File: config.mk
export PLATFORM = sky130hd
export DESIGN_NAME = ompss_manager
export DESIGN_NICKNAME = d
export VERILOG_FILES = /design/src/hw/ompss_pkg.sv /design/src/hw/cmd_in_dispatch.sv /design/src/hw/cmd_out_collect.sv /design/src/hw/lock_manager.sv /design/src/hw/ompss_manager.sv
export SDC_FILE = /design/constraint.sdc
export NUM_CORES = 1
export LEC_CHECK = 0
export BUFFER_PORTS_ARGS = -buffer_cell sky130_fd_sc_hd__buf_4
export CELL_PAD_IN_SITES_DETAIL_PLACEMENT = 1
export CELL_PAD_IN_SITES_GLOBAL_PLACEMENT = 2
export CORE_MARGIN = 2
export CORE_UTILIZATION = 25
export DETAILED_ROUTE_END_ITERATION = 8
export GPL_TIMING_DRIVEN = 0
export HOLD_SLACK_MARGIN = 0.03
export PLACE_DENSITY = 0.54
export REMOVE_ABC_BUFFERS = 1
export SLEW_MARGIN = 15
export SYNTH_ARGS = -nofsm -noshare
export SYNTH_HDL_FRONTEND = slang
export SYNTH_SLANG_ARGS = --single-unit
File: constraint.sdc
create_clock -name aclk -period 7.3 [get_ports aclk]
set_clock_uncertainty 0.1 [all_clocks]
set_input_delay 0.73 -clock aclk [delete_from_list [all_inputs] [get_ports aclk]]
set_output_delay 0.73 -clock aclk [all_outputs]
set_load 0.02 [all_outputs]
File: src/hw/ompss_pkg.sv
package ompss_pkg;

    // Accelerator count and id width
    localparam int MAX_ACCS = 4;
    localparam int ACC_BITS = $clog2(MAX_ACCS);

    // Per-accelerator command subqueue
    localparam int SUBQUEUE_LEN = 4;
    localparam int SUBQUEUE_BITS = $clog2(SUBQUEUE_LEN);

    localparam int CMD_WIDTH = 64;

    typedef logic [ACC_BITS-1:0] acc_id_t;

    // One bit per accelerator
    typedef logic [MAX_ACCS-1:0] acc_mask_t;

    // Command, completion and lock words
    typedef logic [CMD_WIDTH-1:0] cmd_word_t;

    typedef logic [SUBQUEUE_BITS-1:0] subq_ptr_t;

    typedef enum logic {
        LOCK_FREE,
        LOCK_HELD
    } lock_state_e;

endpackage

File: src/hw/cmd_in_dispatch.sv
`timescale 1ns/100ps

module cmd_in_dispatch (
    input  logic                 aclk,
    input  logic                 arst_n,
    // Commands from the host
    input  logic                 cmdin_in_valid,
    output logic                 cmdin_in_ready,
    input  ompss_pkg::acc_id_t   cmdin_in_tid,
    input  ompss_pkg::cmd_word_t cmdin_in_data,
    // Commands to the accelerators
    output logic                 cmdin_out_valid,
    input  logic                 cmdin_out_ready,
    output ompss_pkg::acc_id_t   cmdin_out_tdest,
    output ompss_pkg::cmd_word_t cmdin_out_data,
    // Completion notice from the collector
    input  logic                 acc_free,
    input  ompss_pkg::acc_id_t   acc_free_id
);

    ompss_pkg::cmd_word_t subq_mem [ompss_pkg::MAX_ACCS][ompss_pkg::SUBQUEUE_LEN];
    ompss_pkg::subq_ptr_t wr_ptr [ompss_pkg::MAX_ACCS];
    ompss_pkg::subq_ptr_t rd_ptr [ompss_pkg::MAX_ACCS];
    logic [ompss_pkg::SUBQUEUE_BITS:0] count [ompss_pkg::MAX_ACCS];

    ompss_pkg::acc_mask_t idle;
    ompss_pkg::acc_mask_t nempty;
    ompss_pkg::acc_mask_t eligible;
    ompss_pkg::acc_mask_t push_sel;
    ompss_pkg::acc_mask_t pop_sel;

    ompss_pkg::acc_id_t rr_ptr;
    ompss_pkg::acc_id_t pick_id;
    logic pick_valid;

    logic push;
    logic load;
    logic out_xfer;

    // Top count bit set means the subqueue is full
    assign cmdin_in_ready = !count[cmdin_in_tid][ompss_pkg::SUBQUEUE_BITS];
    assign push = cmdin_in_valid && cmdin_in_ready;

    assign out_xfer = cmdin_out_valid && cmdin_out_ready;
    assign load = pick_valid && (!cmdin_out_valid || cmdin_out_ready);

    always_comb begin
        for (int i = 0; i < ompss_pkg::MAX_ACCS; i++) begin
            nempty[i] = (count[i] != '0);
        end
    end

    // The accelerator sitting in the output register is no longer a candidate
    always_comb begin
        eligible = idle & nempty;
        if (cmdin_out_valid) begin
            eligible[cmdin_out_tdest] = 1'b0;
        end
    end

    // Round-robin pick starting at rr_ptr, lowest offset wins
    always_comb begin
        ompss_pkg::acc_id_t idx;
        pick_valid = 1'b0;
        pick_id = rr_ptr;
        for (int i = ompss_pkg::MAX_ACCS - 1; i >= 0; i--) begin
            idx = rr_ptr + ompss_pkg::acc_id_t'(i);
            if (eligible[idx]) begin
                pick_valid = 1'b1;
                pick_id = idx;
            end
        end
    end

    always_comb begin
        push_sel = '0;
        pop_sel = '0;
        if (push) begin
            push_sel[cmdin_in_tid] = 1'b1;
        end
        if (load) begin
            pop_sel[pick_id] = 1'b1;
        end
    end

    // Subqueue pointers and fill counts
    always_ff @(posedge aclk or negedge arst_n) begin
        if (!arst_n) begin
            for (int i = 0; i < ompss_pkg::MAX_ACCS; i++) begin
                wr_ptr[i] <= '0;
                rd_ptr[i] <= '0;
                count[i] <= '0;
            end
        end else begin
            for (int i = 0; i < ompss_pkg::MAX_ACCS; i++) begin
                if (push_sel[i]) begin
                    wr_ptr[i] <= wr_ptr[i] + 1'b1;
                end
                if (pop_sel[i]) begin
                    rd_ptr[i] <= rd_ptr[i] + 1'b1;
                end
                if (push_sel[i] && !pop_sel[i]) begin
                    count[i] <= count[i] + 1'b1;
                end else if (!push_sel[i] && pop_sel[i]) begin
                    count[i] <= count[i] - 1'b1;
                end
            end
        end
    end

    always_ff @(posedge aclk) begin
        if (push) begin
            subq_mem[cmdin_in_tid][wr_ptr[cmdin_in_tid]] <= cmdin_in_data;
        end
    end

    // Idle flags, output valid and arbiter pointer
    always_ff @(posedge aclk or negedge arst_n) begin
        if (!arst_n) begin
            idle <= '1;
            cmdin_out_valid <= 1'b0;
            rr_ptr <= '0;
        end else begin
            if (out_xfer) begin
                idle[cmdin_out_tdest] <= 1'b0;
            end
            if (acc_free) begin
                idle[acc_free_id] <= 1'b1;
            end
            if (load) begin
                cmdin_out_valid <= 1'b1;
                rr_ptr <= pick_id + 1'b1;
            end else if (out_xfer) begin
                cmdin_out_valid <= 1'b0;
            end
        end
    end

    // Held stable under back-pressure since load needs ready or an empty slot
    always_ff @(posedge aclk) begin
        if (load) begin
            cmdin_out_data <= subq_mem[pick_id][rd_ptr[pick_id]];
            cmdin_out_tdest <= pick_id;
        end
    end

endmodule

File: src/hw/cmd_out_collect.sv
`timescale 1ns/100ps

module cmd_out_collect (
    input  logic                 aclk,
    input  logic                 arst_n,
    // Completions from the accelerators
    input  logic                 cmdout_in_valid,
    output logic                 cmdout_in_ready,
    input  ompss_pkg::acc_id_t   cmdout_in_tid,
    input  ompss_pkg::cmd_word_t cmdout_in_data,
    // Finish notices to the host
    output logic                 finish_out_valid,
    input  logic                 finish_out_ready,
    output ompss_pkg::acc_id_t   finish_out_tdest,
    output ompss_pkg::cmd_word_t finish_out_data,
    // Free pulse to the dispatcher
    output logic                 acc_free,
    output ompss_pkg::acc_id_t   acc_free_id
);

    logic accept;
    logic finish_xfer;

    assign finish_xfer = finish_out_valid && finish_out_ready;

    // Room when empty or draining this cycle
    assign cmdout_in_ready = !finish_out_valid || finish_out_ready;
    assign accept = cmdout_in_valid && cmdout_in_ready;

    always_ff @(posedge aclk or negedge arst_n) begin
        if (!arst_n) begin
            finish_out_valid <= 1'b0;
            acc_free <= 1'b0;
        end else begin
            if (accept) begin
                finish_out_valid <= 1'b1;
            end else if (finish_xfer) begin
                finish_out_valid <= 1'b0;
            end
            acc_free <= accept;
        end
    end

    always_ff @(posedge aclk) begin
        if (accept) begin
            finish_out_tdest <= cmdout_in_tid;
            finish_out_data <= cmdout_in_data;
        end
    end

    // The buffer was loaded on the same edge as the pulse, so its tdest is the id
    assign acc_free_id = finish_out_tdest;

endmodule

File: src/hw/lock_manager.sv
`timescale 1ns/100ps

module lock_manager (
    input  logic                 aclk,
    input  logic                 arst_n,
    // Lock requests
    input  logic                 lock_in_valid,
    output logic                 lock_in_ready,
    input  ompss_pkg::acc_id_t   lock_in_tid,
    input  ompss_pkg::cmd_word_t lock_in_data,
    // Acknowledgments
    output logic                 lock_out_valid,
    input  logic                 lock_out_ready,
    output ompss_pkg::acc_id_t   lock_out_tdest,
    output ompss_pkg::cmd_word_t lock_out_data
);

    ompss_pkg::lock_state_e state;
    ompss_pkg::lock_state_e next_state;
    ompss_pkg::acc_id_t holder;
    ompss_pkg::acc_id_t next_holder;

    logic acquire;
    logic grant;
    logic accept;

    // One request in flight
    assign lock_in_ready = !lock_out_valid;
    assign accept = lock_in_valid && lock_in_ready;
    assign acquire = lock_in_data[0];

    always_comb begin
        next_state = state;
        next_holder = holder;
        grant = 1'b0;
        case (state)
            ompss_pkg::LOCK_FREE: begin
                // Release of a free lock is answered with 0
                if (acquire) begin
                    next_state = ompss_pkg::LOCK_HELD;
                    next_holder = lock_in_tid;
                    grant = 1'b1;
                end
            end
            ompss_pkg::LOCK_HELD: begin
                if (!acquire && lock_in_tid == holder) begin
                    next_state = ompss_pkg::LOCK_FREE;
                    grant = 1'b1;
                end
            end
            default: begin
                next_state = ompss_pkg::LOCK_FREE;
            end
        endcase
    end

    always_ff @(posedge aclk or negedge arst_n) begin
        if (!arst_n) begin
            state <= ompss_pkg::LOCK_FREE;
            holder <= '0;
            lock_out_valid <= 1'b0;
        end else begin
            if (accept) begin
                state <= next_state;
                holder <= next_holder;
                lock_out_valid <= 1'b1;
            end else if (lock_out_ready) begin
                lock_out_valid <= 1'b0;
            end
        end
    end

    // Ack goes back to the requester
    always_ff @(posedge aclk) begin
        if (accept) begin
            lock_out_tdest <= lock_in_tid;
            lock_out_data <= ompss_pkg::cmd_word_t'(grant);
        end
    end

endmodule

File: src/hw/ompss_manager.sv
`timescale 1ns/100ps

module ompss_manager (
    input  logic                 aclk,
    input  logic                 arst_n,
    // Host commands
    input  logic                 cmdin_in_valid,
    output logic                 cmdin_in_ready,
    input  ompss_pkg::acc_id_t   cmdin_in_tid,
    input  ompss_pkg::cmd_word_t cmdin_in_data,
    // Commands to accelerators
    output logic                 cmdin_out_valid,
    input  logic                 cmdin_out_ready,
    output ompss_pkg::acc_id_t   cmdin_out_tdest,
    output ompss_pkg::cmd_word_t cmdin_out_data,
    // Accelerator completions
    input  logic                 cmdout_in_valid,
    output logic                 cmdout_in_ready,
    input  ompss_pkg::acc_id_t   cmdout_in_tid,
    input  ompss_pkg::cmd_word_t cmdout_in_data,
    // Finish notices to host
    output logic                 finish_out_valid,
    input  logic                 finish_out_ready,
    output ompss_pkg::acc_id_t   finish_out_tdest,
    output ompss_pkg::cmd_word_t finish_out_data,
    // Lock requests
    input  logic                 lock_in_valid,
    output logic                 lock_in_ready,
    input  ompss_pkg::acc_id_t   lock_in_tid,
    input  ompss_pkg::cmd_word_t lock_in_data,
    // Lock acks
    output logic                 lock_out_valid,
    input  logic                 lock_out_ready,
    output ompss_pkg::acc_id_t   lock_out_tdest,
    output ompss_pkg::cmd_word_t lock_out_data
);

    logic acc_free;
    ompss_pkg::acc_id_t acc_free_id;

    cmd_in_dispatch cmd_in_i (
        .aclk            (aclk),
        .arst_n          (arst_n),
        .cmdin_in_valid  (cmdin_in_valid),
        .cmdin_in_ready  (cmdin_in_ready),
        .cmdin_in_tid    (cmdin_in_tid),
        .cmdin_in_data   (cmdin_in_data),
        .cmdin_out_valid (cmdin_out_valid),
        .cmdin_out_ready (cmdin_out_ready),
        .cmdin_out_tdest (cmdin_out_tdest),
        .cmdin_out_data  (cmdin_out_data),
        .acc_free        (acc_free),
        .acc_free_id     (acc_free_id)
    );

    // Completions free their accelerator in the dispatcher
    cmd_out_collect cmd_out_i (
        .aclk             (aclk),
        .arst_n           (arst_n),
        .cmdout_in_valid  (cmdout_in_valid),
        .cmdout_in_ready  (cmdout_in_ready),
        .cmdout_in_tid    (cmdout_in_tid),
        .cmdout_in_data   (cmdout_in_data),
        .finish_out_valid (finish_out_valid),
        .finish_out_ready (finish_out_ready),
        .finish_out_tdest (finish_out_tdest),
        .finish_out_data  (finish_out_data),
        .acc_free         (acc_free),
        .acc_free_id      (acc_free_id)
    );

    lock_manager lock_i (
        .aclk           (aclk),
        .arst_n         (arst_n),
        .lock_in_valid  (lock_in_valid),
        .lock_in_ready  (lock_in_ready),
        .lock_in_tid    (lock_in_tid),
        .lock_in_data   (lock_in_data),
        .lock_out_valid (lock_out_valid),
        .lock_out_ready (lock_out_ready),
        .lock_out_tdest (lock_out_tdest),
        .lock_out_data  (lock_out_data)
    );

endmodule

# After elaboration in Yosys (flattened, before gate mapping)

Memory sizes are Yosys's and may differ from the RTL's.
Index checks and enable logic that the tools add are counted.

Eq/ne operators: 1
Add/sub/neg operators: 20
Muxes and demuxes: 64
Reduce and logical (&&, ||, !) cells: 47
Order comparisons: 17
Bitwise operators: 10

Operator list:

| operator                                                                     | count |
|---|---|
| 256-bit two-way mux                                                          | 1 |
| 64-bit two-way mux                                                           | 3 |
| 64-bit binary-select mux with 2-bit select                                   | 1 |
| 64-bit demux with 2-bit select                                               | 1 |
| 3-bit two-way mux                                                            | 10 |
| 2-bit by 3-bit less-than comparator with 1-bit output, second input constant | 8 |
| 1-bit two-way mux                                                            | 22 |
| 2-bit by 1-bit adder with 2-bit output, second input constant                | 10 |
| 1-bit logical AND                                                            | 20 |
| 4-bit two-way mux                                                            | 5 |
| 2-bit two-way mux                                                            | 8 |
| 2-bit nonzero test                                                           | 7 |
| 1-bit logical NOT                                                            | 13 |
| 3-bit by 1-bit adder with 3-bit output, second input constant                | 4 |
| 4-bit bitwise AND                                                            | 3 |
| 3-bit >= comparator, second input constant                                   | 4 |
| 2-bit NOT with 3-bit output                                                  | 4 |
| 3-bit nonzero test                                                           | 4 |
| 3-bit by 1-bit subtractor with 3-bit output, second input constant           | 4 |
| 1-bit binary-select mux with 2-bit select                                    | 4 |
| 2-bit binary-select mux with 2-bit select                                    | 2 |
| 1-bit demux with 2-bit select                                                | 4 |
| 2-bit by 1-bit >= comparator with 1-bit output, second input constant        | 4 |
| 3-bit binary-select mux with 2-bit select                                    | 1 |
| other kinds (9)                                                              | 12 |

Output and inout bits: 204
Register bits: 176
Word-level logic and storage cells: 186
Input bits: 206
Memory bits (writable): 1024
Memories: 1

Memory list:

| memory            | words | bits a word | read ports | clocked after memory_dff | write ports | line                  | RTL |
|---|---|---|---|---|---|---|---|
| cmd_in_i.subq_mem | 4     | 256         | 1          | 0                        | 1           | cmd_in_dispatch.sv:21 | `ompss_pkg::cmd_word_t subq_mem [ompss_pkg::MAX_ACCS][ompss_pkg::SUBQUEUE_LEN];` |

# Logic depth before layout (Yosys ltp)

Gate-level depths: netlist (run 1).

Depth in word-level cells: 21
Depth in mapped cells: 16
Mapped depth without buffers: 13

# Cells and area by module

From an unflattened synthesis (run 1), not the netlist that was laid out.

Cells, all modules: 1972
Area, all modules: 45817.7 µm²

By module, submodules not included:

| module          | cells each | times used | area each (µm²) |
|---|---|---|---|
| cmd_in_dispatch | 1813       | 1          | 42961.2 |
| cmd_out_collect | 73         | 1          | 2075.7 |
| lock_manager    | 86         | 1          | 780.7 |

# Worst setup path before layout (run 1)

Ideal clock, no wire load.

Path kind: input-to-reg
Start: input cmdin_in_tid[0]
End: memory cmd_in_i.subq_mem[0][128] (netlist bit), enable pin
Path slack: 177 ps
Data arrival time: 6459 ps
Stages: 4
Required time: 6635 ps
Cells stage by stage: clkbuf_1 > mux4_2 > or3b_2 > nor3_1

Word-level cells in the longest chain between the ends: 10
Elaborated cells between the ends (all ways): 17
Those cells by class: order compare (2); mux (10); bitwise (2); reduce/logical (3)

RTL lines:

| what                                                                                                               | line                                          | RTL |
|---|---|---|
| start: declaration                                                                                                 | ompss_manager.sv:9                            | `input ompss_pkg::acc_id_t cmdin_in_tid,` |
| 2-bit NOT with 3-bit output (not written as such)                                                                  | cmd_in_dispatch.sv:41, cmd_in_dispatch.sv:113 |  |
| 2-bit binary-select mux with 2-bit select                                                                          | cmd_in_dispatch.sv:113                        | `subq_mem[cmdin_in_tid][wr_ptr[cmdin_in_tid]] <= cmdin_in_data;` |
| 2-bit two-way mux (not written as such) (2 in series)                                                              | cmd_in_dispatch.sv:113                        |  |
| 2-bit NOT with 3-bit output (not written as such)                                                                  | cmd_in_dispatch.sv:113                        |  |
| 3-bit >= comparator (not written as such) or 3-bit by 1-bit less-than comparator with 1-bit output (tied branches) | cmd_in_dispatch.sv:113                        |  |
| 1-bit logical AND (not written as such)                                                                            | cmd_in_dispatch.sv:113                        |  |
| 64-bit two-way mux (not written as such)                                                                           | cmd_in_dispatch.sv:113                        |  |
| 64-bit demux with 2-bit select                                                                                     | cmd_in_dispatch.sv:113                        |  |
| 256-bit two-way mux (not written as such)                                                                          | cmd_in_dispatch.sv:113                        |  |
| end: declaration                                                                                                   | cmd_in_dispatch.sv:21                         |  |

Several ways; a longest one is shown, not always the timed one. The select of a mux whose other input is x is not followed.

# Worst setup path after layout (run 1)

Start: register cmd_in_i.cmdin_out_tdest[1]
End: register cmd_in_i.cmdin_out_data[24], data pin

Word-level cells in the longest chain between the ends: 21
Elaborated cells between the ends (all ways): 29
Those cells by class: order compare (2); mux (21); bitwise (4); reduce/logical (1); memory (1)

RTL lines:

| what                                                                                                                                          | line                   | RTL |
|---|---|---|
| start: declaration                                                                                                                            | cmd_in_dispatch.sv:14  | `output ompss_pkg::acc_id_t cmdin_out_tdest,` |
| start signal: assignment                                                                                                                      | cmd_in_dispatch.sv:143 | `cmdin_out_tdest <= pick_id;` |
| 2-bit by 3-bit less-than comparator with 1-bit output (not written as such) or 2-bit by 1-bit >= comparator with 1-bit output (tied branches) | cmd_in_dispatch.sv:57  | `eligible[cmdin_out_tdest] = 1'b0;` |
| 1-bit logical AND (not written as such)                                                                                                       | cmd_in_dispatch.sv:57  |  |
| 1-bit two-way mux (not written as such)                                                                                                       | cmd_in_dispatch.sv:57  |  |
| 1-bit demux with 2-bit select (*)                                                                                                             | n/a                    |  |
| 4-bit NOT (no source line) (*)                                                                                                                | n/a                    |  |
| 4-bit bitwise AND (no source line) (*)                                                                                                        | n/a                    |  |
| 4-bit two-way mux (*)                                                                                                                         | cmd_in_dispatch.sv:56  | `if (cmdin_out_valid) begin` |
| 1-bit binary-select mux with 2-bit select                                                                                                     | cmd_in_dispatch.sv:68  | `if (eligible[idx]) begin` |
| 1-bit two-way mux (not written as such)                                                                                                       | cmd_in_dispatch.sv:68  |  |
| 2-bit two-way mux (3 in series)                                                                                                               | cmd_in_dispatch.sv:68  |  |
| 2-bit two-way mux (*)                                                                                                                         | cmd_in_dispatch.sv:68  |  |
| 2-bit NOT with 3-bit output (not written as such)                                                                                             | cmd_in_dispatch.sv:142 | `cmdin_out_data <= subq_mem[pick_id][rd_ptr[pick_id]];` |
| 2-bit binary-select mux with 2-bit select                                                                                                     | cmd_in_dispatch.sv:142 |  |
| 2-bit two-way mux (not written as such) (2 in series)                                                                                         | cmd_in_dispatch.sv:142 |  |
| 2-bit NOT with 3-bit output (not written as such)                                                                                             | cmd_in_dispatch.sv:142 |  |
| 64-bit binary-select mux with 2-bit select (*)                                                                                                | cmd_in_dispatch.sv:142 |  |
| 64-bit two-way mux (not written as such) (*) (2 in series)                                                                                    | cmd_in_dispatch.sv:142 |  |
| end signal: assignment                                                                                                                        | cmd_in_dispatch.sv:142 |  |
| end: declaration                                                                                                                              | cmd_in_dispatch.sv:15  | `output ompss_pkg::cmd_word_t cmdin_out_data,` |

Mark *: on every way between the ends. The rest lies on a longest branch, timed or not. The select of a mux whose other input is x is not followed.
A chain may end at the register's enable or synchronous reset.

==> results of run 1 <==
[final cells by class]
| type | count | area share [%] |
|---|---|---|
| timing repair buffer | 528 | 10.2 |
| tap | 2480 | 5.24 |
| clock buffer | 176 | 6.36 |
| antenna | 3 | 0.0127 |
| multi-input combinational | 1698 | 16.7 |
| sequential | 1200 | 60.5 |
| inverter | 12 | 0.101 |
| clock inverter | 71 | 0.885 |
[through the flow]
step	setup TNS (ns)	instance area, um^2	std cells
2_1_floorplan	-1791.76	45600	2910
3_3_place_gp	-	50900	5673
3_5_place_dp	0	54200	5847
4_1_cts	0	59200	6165
5_1_grt	0	59200	6165
6_report	0	59200	6168
[flip-flops by register name, indices dropped and copies added, names as in the netlist]
name / cells
lock_i.state: 1
cmd_in_i.cmdin_out_valid: 1
lock_i.lock_out_data: 1
cmd_out_i.finish_out_data: 64
cmd_in_i.wr_ptr: 8
lock_i.holder: 2
lock_i.lock_out_tdest: 2
cmd_in_i.subq_mem: 1024
cmd_in_i.idle: 4
cmd_out_i.acc_free_id: 2
cmd_in_i.rr_ptr: 2
cmd_in_i.cmdin_out_data: 64
cmd_out_i.acc_free: 1
cmd_in_i.rd_ptr: 8
cmd_in_i.cmdin_out_tdest: 2
cmd_in_i.count: 12
lock_i.lock_out_valid: 1
cmd_out_i.finish_out_valid: 1
[critical path, cell delays in order (launching register included)]
cell,delay (ns)
edfxtp_1,0.54
or3b_4,0.47
nand3b_4,0.14
a31oi_1,0.11
a2111o_2,0.77
buf_12,0.29
inv_8,0.37
buf_16,0.38
a21oi_1,0.09
a22oi_2,0.53
buf_6,0.27
buf_6,0.21
buf_6,0.20
buf_6,0.18
buf_6,0.19
buf_6,0.20
mux2i_1,0.24
mux2i_1,0.10
[layer usage]
layer	track usage [%]	share of wire, %
met4	3.87	2.0
met2	24.1	49
met1	18.3	44
met3	2.98	4.4
met5	0	0.052
[path summary, 6_finish.rpt]
path / slack [ns] / start / to / cells past startpoint
hold reg to reg: 0.37 / cmd_in_i.rd_ptr[1] / cmd_in_i.rd_ptr[1] / 1
min in group asynchronous: 0.43 / arst_n / cmd_in_i.wr_ptr[1] / 2
hold / removal: 0.16 / cmdin_in_data[11] / cmd_in_i.subq_mem[2][203] / 1
max in group asynchronous: 6.27 / arst_n / cmd_in_i.count[1] / 2
setup reg to reg: 1.53 / cmd_in_i.cmdin_out_tdest[1] / cmd_in_i.cmdin_out_data[24] / 17
setup / recovery: 1.53 / cmd_in_i.cmdin_out_tdest[1] / cmd_in_i.cmdin_out_data[24] / 17
[placed cells by master (no fill, tap or decap), drive strengths merged, types with 4 or more instances in the layout]
| cell | instances |
|---|---|
| conb | 63 |
| ha | 4 |
| dfrtp | 37 |
| a22oi | 257 |
| bufinv | 6 |
| dfstp | 4 |
| and2 | 4 |
| a31oi | 4 |
| mux2i | 192 |
| inv | 16 |
| nand2b | 5 |
| nor2 | 25 |
| xnor2 | 14 |
| mux2 | 7 |
| dlygate4sd3 | 71 |
| buf | 457 |
| nand2 | 533 |
| a21oi | 517 |
| clkinv | 55 |
| fa | 4 |
| nand3 | 7 |
| edfxtp | 1159 |
| clkbuf | 176 |
| clkinvlp | 6 |
| nor3 | 8 |
| xor2 | 14 |
[cell families (layout without fill, tap and decap cells)]
kind of cell             after synthesis  in the layout  synth area share (%)
flip-flops                          1200           1200                  76.4
other                                  1             66               0.00799
AO/OA/AOI/OAI                        796            796                  10.0
adder cells (fa/ha/maj)                8              8                 0.277
buffers and inverters                272            787                  3.29
AND/OR/NAND/NOR                      601            601                  5.06
multiplexers                         202            202                  4.41
XOR/XNOR                              28             28                 0.523
==> impl_metrics.csv, run 1 <==
group,metric,value,unit
outcome,status,"finished clean",
clock_tree,cts_buffers,138,
clock_tree,cts_root_buffer,"clkbuf_16",
yosys,ys_top_cells_by_area,"edfxtp_1 74%, a21oi_1 5.5%, nand2_1 4.3%, mux2i_1 4.1%, a22oi_1 4.1%",
run,max_cap_violations,0,
clock_tree,post-cts-setup-buffer-count,0,
yosys,synth_edf_count,1159,
critical_path,cp.arrival,6.18,ns
yosys,synth_commonest_cells,"1159 x edfxtp_1, 533 x nand2_1, 516 x a21oi_1, 256 x a22oi_1, 192 x mux2i_1",
timing,slew_viol_final,0,
critical_path,worst-setup-path-type,"reg -> reg",
placed_design,dp_hpwl,89300,um
clock_tree,h-tree-depth,4,
yosys,yosysWarnings,0,
yosys,avgSynthCellArea,15.1,um^2
die,die_h,437,um
grt,grt_overflow_total,0,
die,ios,410,
timing,worst_pin_slew,0.816,ns
finish,multi_input_area,9920,um^2
clock_tree,clk_pin_slew,0.06,ns
detailed_routing,first_iter_violations,1536,
detailed_routing,ant_nets,0,
timing,finalHoldViolCount,0,
timing,fin_crit_sh,79.0,%
finish,fin_nets,3792,
detailed_routing,drc,0,
die,rows,158,
detailed_routing,routed_wire_length_per_instance,22.3,um
critical_path,crit_fanout,66,
clock_tree,cts_resized,0,
yosys,synth_cell_type_count,57,
clock_tree,cts.sinks,1200,
grt,antenna_found_initial,12,
yosys,ys.flop_type,"edfxtp_1",
finish,area_delta_synth_final,26.3,%
yosys,synth_seq_cells,1200,
detailed_routing,wl,138000,um
timing,whs,0.161,ns
grt,grt_pass1_wl,201000,um
critical_path,cp.required,7.71,ns
clock_tree,cts_tree,"built",
die,start_util,25.2,%
clock_tree,hold_buffers,71,
die,fp.coreArea,186000,um^2
timing,worst_slack,1.53,ns
finish,fillers,19400,
placed_design,io_buffers,283,
yosys,ys_seq_area_share,76.4,%
detailed_routing,vias_per_cell,4.45,
timing,rsz0062_at_grt,"no",
placed_design,dp_slack,1.38,ns
critical_path,worstSetupStartpointType,"register",
yosys,yosysTopAreaCellShare,74.2,%
grt,grt_usage,14.2,%
yosys,synth_cells,3108,
finish,drive_gt1_share,18.5,%
timing,fmax,173,MHz
clock_tree,clockBufferDepth,3,
detailed_routing,firstDrtPassIters,5,
timing,maxSlewHeadroom,44.9,%
placed_design,routabilityCongestion,0.689,
min_path,hold_class,"in -> reg",
yosys,synth_largest_area_cell,"edfxtp_1",
finish,fin_util,31.8,%
yosys,yosysMostFrequentCell,"edfxtp_1",
timing,setup_viol,0,
detailed_routing,vias,27400,
grt,grt_pass1_vias,28900,
timing,fin_crit,5.77,ns
die,die_w,437,um
yosys,ys_async_sr_fraction,3.42,%
die,die_area,191000,um^2
grt,grt_max_degree,109,
critical_path,end_kind,"register",
yosys,netlist_area,46900,um^2
clock_tree,worst_skew_pair.late_latency,0.77,ns
finish,regArea,35800,um^2
Power of run 1 is not shown: default switching activity piles up to over one toggle a cycle in this logic, so the estimate is an artifact.
==> run 2: changes to the inputs <==
==> constraint.sdc (replaced) <==
create_clock -name aclk -period 5.5 [get_ports aclk]
set_clock_uncertainty 0.1 [all_clocks]
set_input_delay 0.55 -clock aclk [delete_from_list [all_inputs] [get_ports aclk]]
set_output_delay 0.55 -clock aclk [all_outputs]
set_load 0.02 [all_outputs]
==> impl_metrics.csv, run 2 (same netlist as run 1, synthesis figures left out) <==
group,metric,value,unit
timing,fmax,193,MHz
finish,finalNonFillerCells,6239,
grt,grt_overflow_total,0,
timing,setup_viol,0,
clock_tree,cts_root_buffer,"clkbuf_16",
timing,slew_viol_final,0,
clock_tree,clk_pin_slew,0.06,ns
finish,final_cell_mix,"1159 x edfxtp_1, 533 x nand2_1, 516 x a21oi_1, 324 x buf_4, 256 x a22oi_1",
timing,fin_tns_setup,0,ns
timing,whs,0.121,ns
finish,largest_reg_flops,1024,
die,ios,410,
critical_path,cp.required,5.91,ns
timing,fin_crit,5.18,ns
critical_path,path_cells,"o311ai_0 -> o22a_1 -> o221ai_4 -> buf_16 -> buf_16 -> inv_8 -> buf_16 -> a21oi_2 -> a22oi_2 -> buf_6 -> buf_6 -> buf_6 -> buf_6 -> buf_6 -> buf_6 -> mux2i_1 -> mux2i_1",
die,rows,158,
outcome,status,"finished clean",
detailed_routing,firstDrtPassIters,4,
critical_path,worstSetupStartpointType,"register",
min_path,hold_class,"in -> reg",
critical_path,worst-setup-path-type,"reg -> reg",
finish,area_delta_synth_final,27.8,%
die,die_area,191000,um^2
finish,fin_area,59900,um^2
detailed_routing,vias_per_cell,4.44,
critical_path,crit_fanout,79,
timing,maxSlewHeadroom,44.9,%
detailed_routing,wl,139000,um
critical_path,path_common_cell,"buf_6",
placed_design,dpl.cell_count,5847,
clock_tree,cts.sinks,1200,
placed_design,io_buffers,283,
detailed_routing,ant_nets,0,
detailed_routing,routed_wire_length_per_instance,22.2,um
die,die_h,437,um
grt,grt_pass1_vias,29300,
placed_design,dp_hpwl,89300,um
timing,fin_crit_sh,94.1,%
clock_tree,cts_buffers,138,
grt,grt_pass1_wl,202000,um
finish,fin_nets,3864,
finish,drive_gt1_share,18.3,%
critical_path,critPathBufInv,10,
detailed_routing,vias,27700,
placed_design,placed_area,54200,um^2
clock_tree,cts_tree,"built",
grt,grt_max_degree,109,
critical_path,cp.arrival,5.59,ns
finish,final_common_cell,"edfxtp_1",
detailed_routing,drc,0,
clock_tree,worst_skew_pair.late_latency,0.77,ns
placed_design,routabilityCongestion,0.689,
die,start_util,25.2,%
clock_tree,clockBufferDepth,3,
die,fp.coreArea,186000,um^2
timing,finalHoldViolCount,0,
critical_path,end_kind,"register",
die,die_w,437,um
critical_path,critical-path-top-delay-family,"buffers and inverters",
critical_path,cp_slowest_cell,"o311ai_0",
timing,worst_pin_slew,0.816,ns
critical_path,slowest_delay,0.75,ns
grt,grt_usage,14.3,%
timing,rsz0062_at_grt,"no",
grt,antenna_found_initial,13,
critical_path,reg2reg_setup_slack,0.32,ns
clock_tree,h-tree-depth,4,
run,max_cap_violations,0,
detailed_routing,first_iter_violations,1569,
run 2: final timing paths:
check,startpoint,end,depth (start not counted)
setup reg to reg,cmd_in_i.count[5],cmd_in_i.cmdin_out_data[24],17
min in group asynchronous,arst_n,cmd_in_i.wr_ptr[1],2
max in group asynchronous,arst_n,cmd_in_i.idle[0],2
setup / recovery,cmd_in_i.count[5],cmd_in_i.cmdin_out_data[24],17
hold reg to reg,cmd_in_i.rd_ptr[5],cmd_in_i.rd_ptr[5],1
hold / removal,cmdin_in_tid[1],cmd_in_i.subq_mem[0][123],2
run 2: what timing repair did:
item / CTS / global route
hold buffers: 138 / 0
buffers inserted: 1 / 3
setup endpoints to repair: 20 / 4
gates resized for setup: 1 / 0
gates cloned: 0 / 1
pin swaps: 1 / 1
hold endpoints to repair: 1142 / 0
run 2: layer usage:
layer,vias up,global-route usage [%],wire length [um]
met5,-,0,46
met4,8,4.13,3140
met3,195,2.87,5730
met2,563,24.1,68300
met1,14200,18.4,61500
li1,12800,-,-
run 2: layout make-up:
class	instances	area [um^2]
repair buffers	599	6720
clock inverters	71	524
inverters	12	65.1
well taps	2480	3100
multi-input cells	1699	9930
diodes	2	5.00
fillers	19400	126000
flip-flops and latches	1200	35800
clock buffers	176	3760
run 2: metrics by stage:
step	setup WS, ns	utilization [%]
6_report	0.324	32.2
5_1_grt	0.0442	32.2
4_1_cts	0.0805	32.2
3_5_place_dp	-0.421	29.2
3_3_place_gp	-72.06	27.3
2_1_floorplan	-24.63	-
Power of run 2 is left out for the same reason.
==> run 3: changes to the inputs <==
--- a/config.mk
+++ b/config.mk
@@ -5,15 +5,16 @@
 export SDC_FILE = /design/constraint.sdc
 export NUM_CORES = 1
 export LEC_CHECK = 0
-export BUFFER_PORTS_ARGS = -buffer_cell sky130_fd_sc_hd__buf_4
 export CELL_PAD_IN_SITES_DETAIL_PLACEMENT = 1
 export CELL_PAD_IN_SITES_GLOBAL_PLACEMENT = 2
 export CORE_MARGIN = 2
 export CORE_UTILIZATION = 25
+export CTS_CLUSTER_DIAMETER = 30
 export DETAILED_ROUTE_END_ITERATION = 8
+export DONT_BUFFER_PORTS = 1
 export GPL_TIMING_DRIVEN = 0
 export HOLD_SLACK_MARGIN = 0.03
-export PLACE_DENSITY = 0.54
+export PLACE_DENSITY = 0.51
 export REMOVE_ABC_BUFFERS = 1
 export SLEW_MARGIN = 15
 export SYNTH_ARGS = -nofsm -noshare
==> impl_metrics.csv, run 3 (same netlist as run 1, synthesis figures left out) <==
group,metric,value,unit
clock_tree,cts_root_buffer,"clkbuf_16",
die,die_w,437,um
die,die_area,191000,um^2
finish,fin_util,34.6,%
timing,slew_viol_final,0,
detailed_routing,ant_nets,0,
outcome,status,"finished clean",
critical_path,critPathBufInv,10,
placed_design,routabilityCongestion,0.710,
timing,finalHoldViolCount,0,
grt,grt_usage,14.6,%
min_path,hold_class,"in -> reg",
grt,grt_overflow_total,0,
critical_path,path_cells,"or3b_4 -> nand3b_4 -> a2bb2oi_1 -> o221ai_4 -> buf_16 -> buf_16 -> buf_16 -> clkinv_8 -> buf_16 -> a21oi_2 -> a22oi_2 -> buf_6 -> buf_6 -> buf_6 -> buf_6 -> buf_6 -> mux2i_1 -> mux2i_1",
critical_path,cp.required,5.99,ns
die,start_util,25.2,%
critical_path,slowest_delay,0.63,ns
clock_tree,worst_skew_pair.late_latency,0.88,ns
placed_design,dp_hpwl,87500,um
finish,drive_gt1_share,18.5,%
finish,final_common_cell,"edfxtp_1",
detailed_routing,vias_per_cell,4.45,
die,rows,158,
finish,fin_nets,3778,
detailed_routing,drc,0,
run,max_cap_violations,0,
timing,fmax,192,MHz
placed_design,io_buffers,0,
placed_design,placed_area,52400,um^2
critical_path,worst-setup-path-type,"reg -> reg",
critical_path,cp.arrival,5.69,ns
detailed_routing,first_iter_violations,1342,
timing,setup_viol,0,
detailed_routing,routed_wire_length_per_instance,22.6,um
finish,fin_area,64400,um^2
timing,fin_crit,5.20,ns
critical_path,crit_fanout,60,
grt,antenna_found_initial,7,
finish,final_cell_mix,"1159 x edfxtp_1, 533 x nand2_1, 516 x a21oi_1, 317 x clkbuf_16, 256 x a22oi_1",
clock_tree,cts_tree,"built",
grt,grt_max_degree,120,
grt,grt_pass1_vias,29900,
die,ios,410,
clock_tree,clockBufferDepth,4,
die,fp.coreArea,186000,um^2
timing,fin_tns_setup,0,ns
detailed_routing,firstDrtPassIters,4,
clock_tree,clk_pin_slew,0.05,ns
die,die_h,437,um
detailed_routing,vias,27900,
grt,grt_pass1_wl,206000,um
critical_path,worstSetupStartpointType,"register",
critical_path,cp_slowest_cell,"edfxtp_1",
finish,fillers,18900,
critical_path,critical-path-top-delay-family,"buffers and inverters",
clock_tree,cts.sinks,1200,
clock_tree,h-tree-depth,5,
critical_path,path_common_cell,"buf_6",
finish,area_delta_synth_final,37.3,%
critical_path,end_kind,"register",
detailed_routing,wl,142000,um
timing,maxSlewHeadroom,28.8,%
clock_tree,cts_buffers,311,
timing,rsz0062_at_grt,"no",
timing,worst_pin_slew,1.06,ns
timing,fin_crit_sh,94.6,%
finish,largest_reg_flops,1024,
timing,whs,0.184,ns
-- run 3: metrics by stage --
stage | setup slack [ns] | std cells
floorplan | -24.63 | 2910
global route | 0.0295 | 6276
detailed placement | -0.580 | 5575
finish | 0.299 | 6278
CTS | 0.00132 | 6272
global placement | -74.46 | 5390
-- run 3: area by class of cell --
class	instances	area (um^2)	area share, %
Clock buffer	354	8030	12.5
Antenna cell	4	10.0	0.0155
Inverter	12	70.1	0.109
Multi-Input combinational cell	1699	9930	15.4
Clock inverter	189	2320	3.60
Timing Repair Buffer	340	5100	7.92
Tap cell	2480	3100	4.82
Sequential cell	1200	35800	55.7
-- run 3: routing by layer --
metal / up-vias / GRT usage, % / part of all wire [%]
met1: 14200 / 18.5 / 44
met4: 2 / 4.78 / 2.4
met2: 704 / 24.1 / 49
li1: 12700 / - / -
met5: - / 0 / 0.011
met3: 238 / 3.96 / 5.1
-- run 3: final timing paths --
kind	slack [ns]	startpoint	cells after the start	end
setup / recovery	0.30	cmd_in_i.cmdin_out_tdest[0]	18	cmd_in_i.cmdin_out_data[21]
hold / removal	0.18	cmdout_in_data[2]	1	cmd_out_i.finish_out_data[2]
setup reg to reg	0.30	cmd_in_i.cmdin_out_tdest[0]	18	cmd_in_i.cmdin_out_data[21]
hold reg to reg	0.37	cmd_in_i.rd_ptr[3]	1	cmd_in_i.rd_ptr[3]
max in group asynchronous	3.85	arst_n	4	cmd_out_i.finish_out_valid
min in group asynchronous	0.67	arst_n	3	lock_i.lock_out_valid
-- run 3: worst reg2reg max path, delay by kind of cell, from the launching register on --
family          cells  cell delay [ns]
simple gates        2             0.63
buf+inv            10             2.14
mux                 2             0.40
compound gates      4             1.01
flops               1             0.63
-- run 3: timing repair --
action                                 in CTS  in global routing
gates resized for setup                     1                  2
hold buffers                              147                  0
buffers inserted                            6                  0
setup endpoints to repair                  57                 27
endpoints found under the hold margin    1204                  0
pin swaps                                   2                  0
cloned                                      1                  2
Power of run 3 is left out for the same reason.
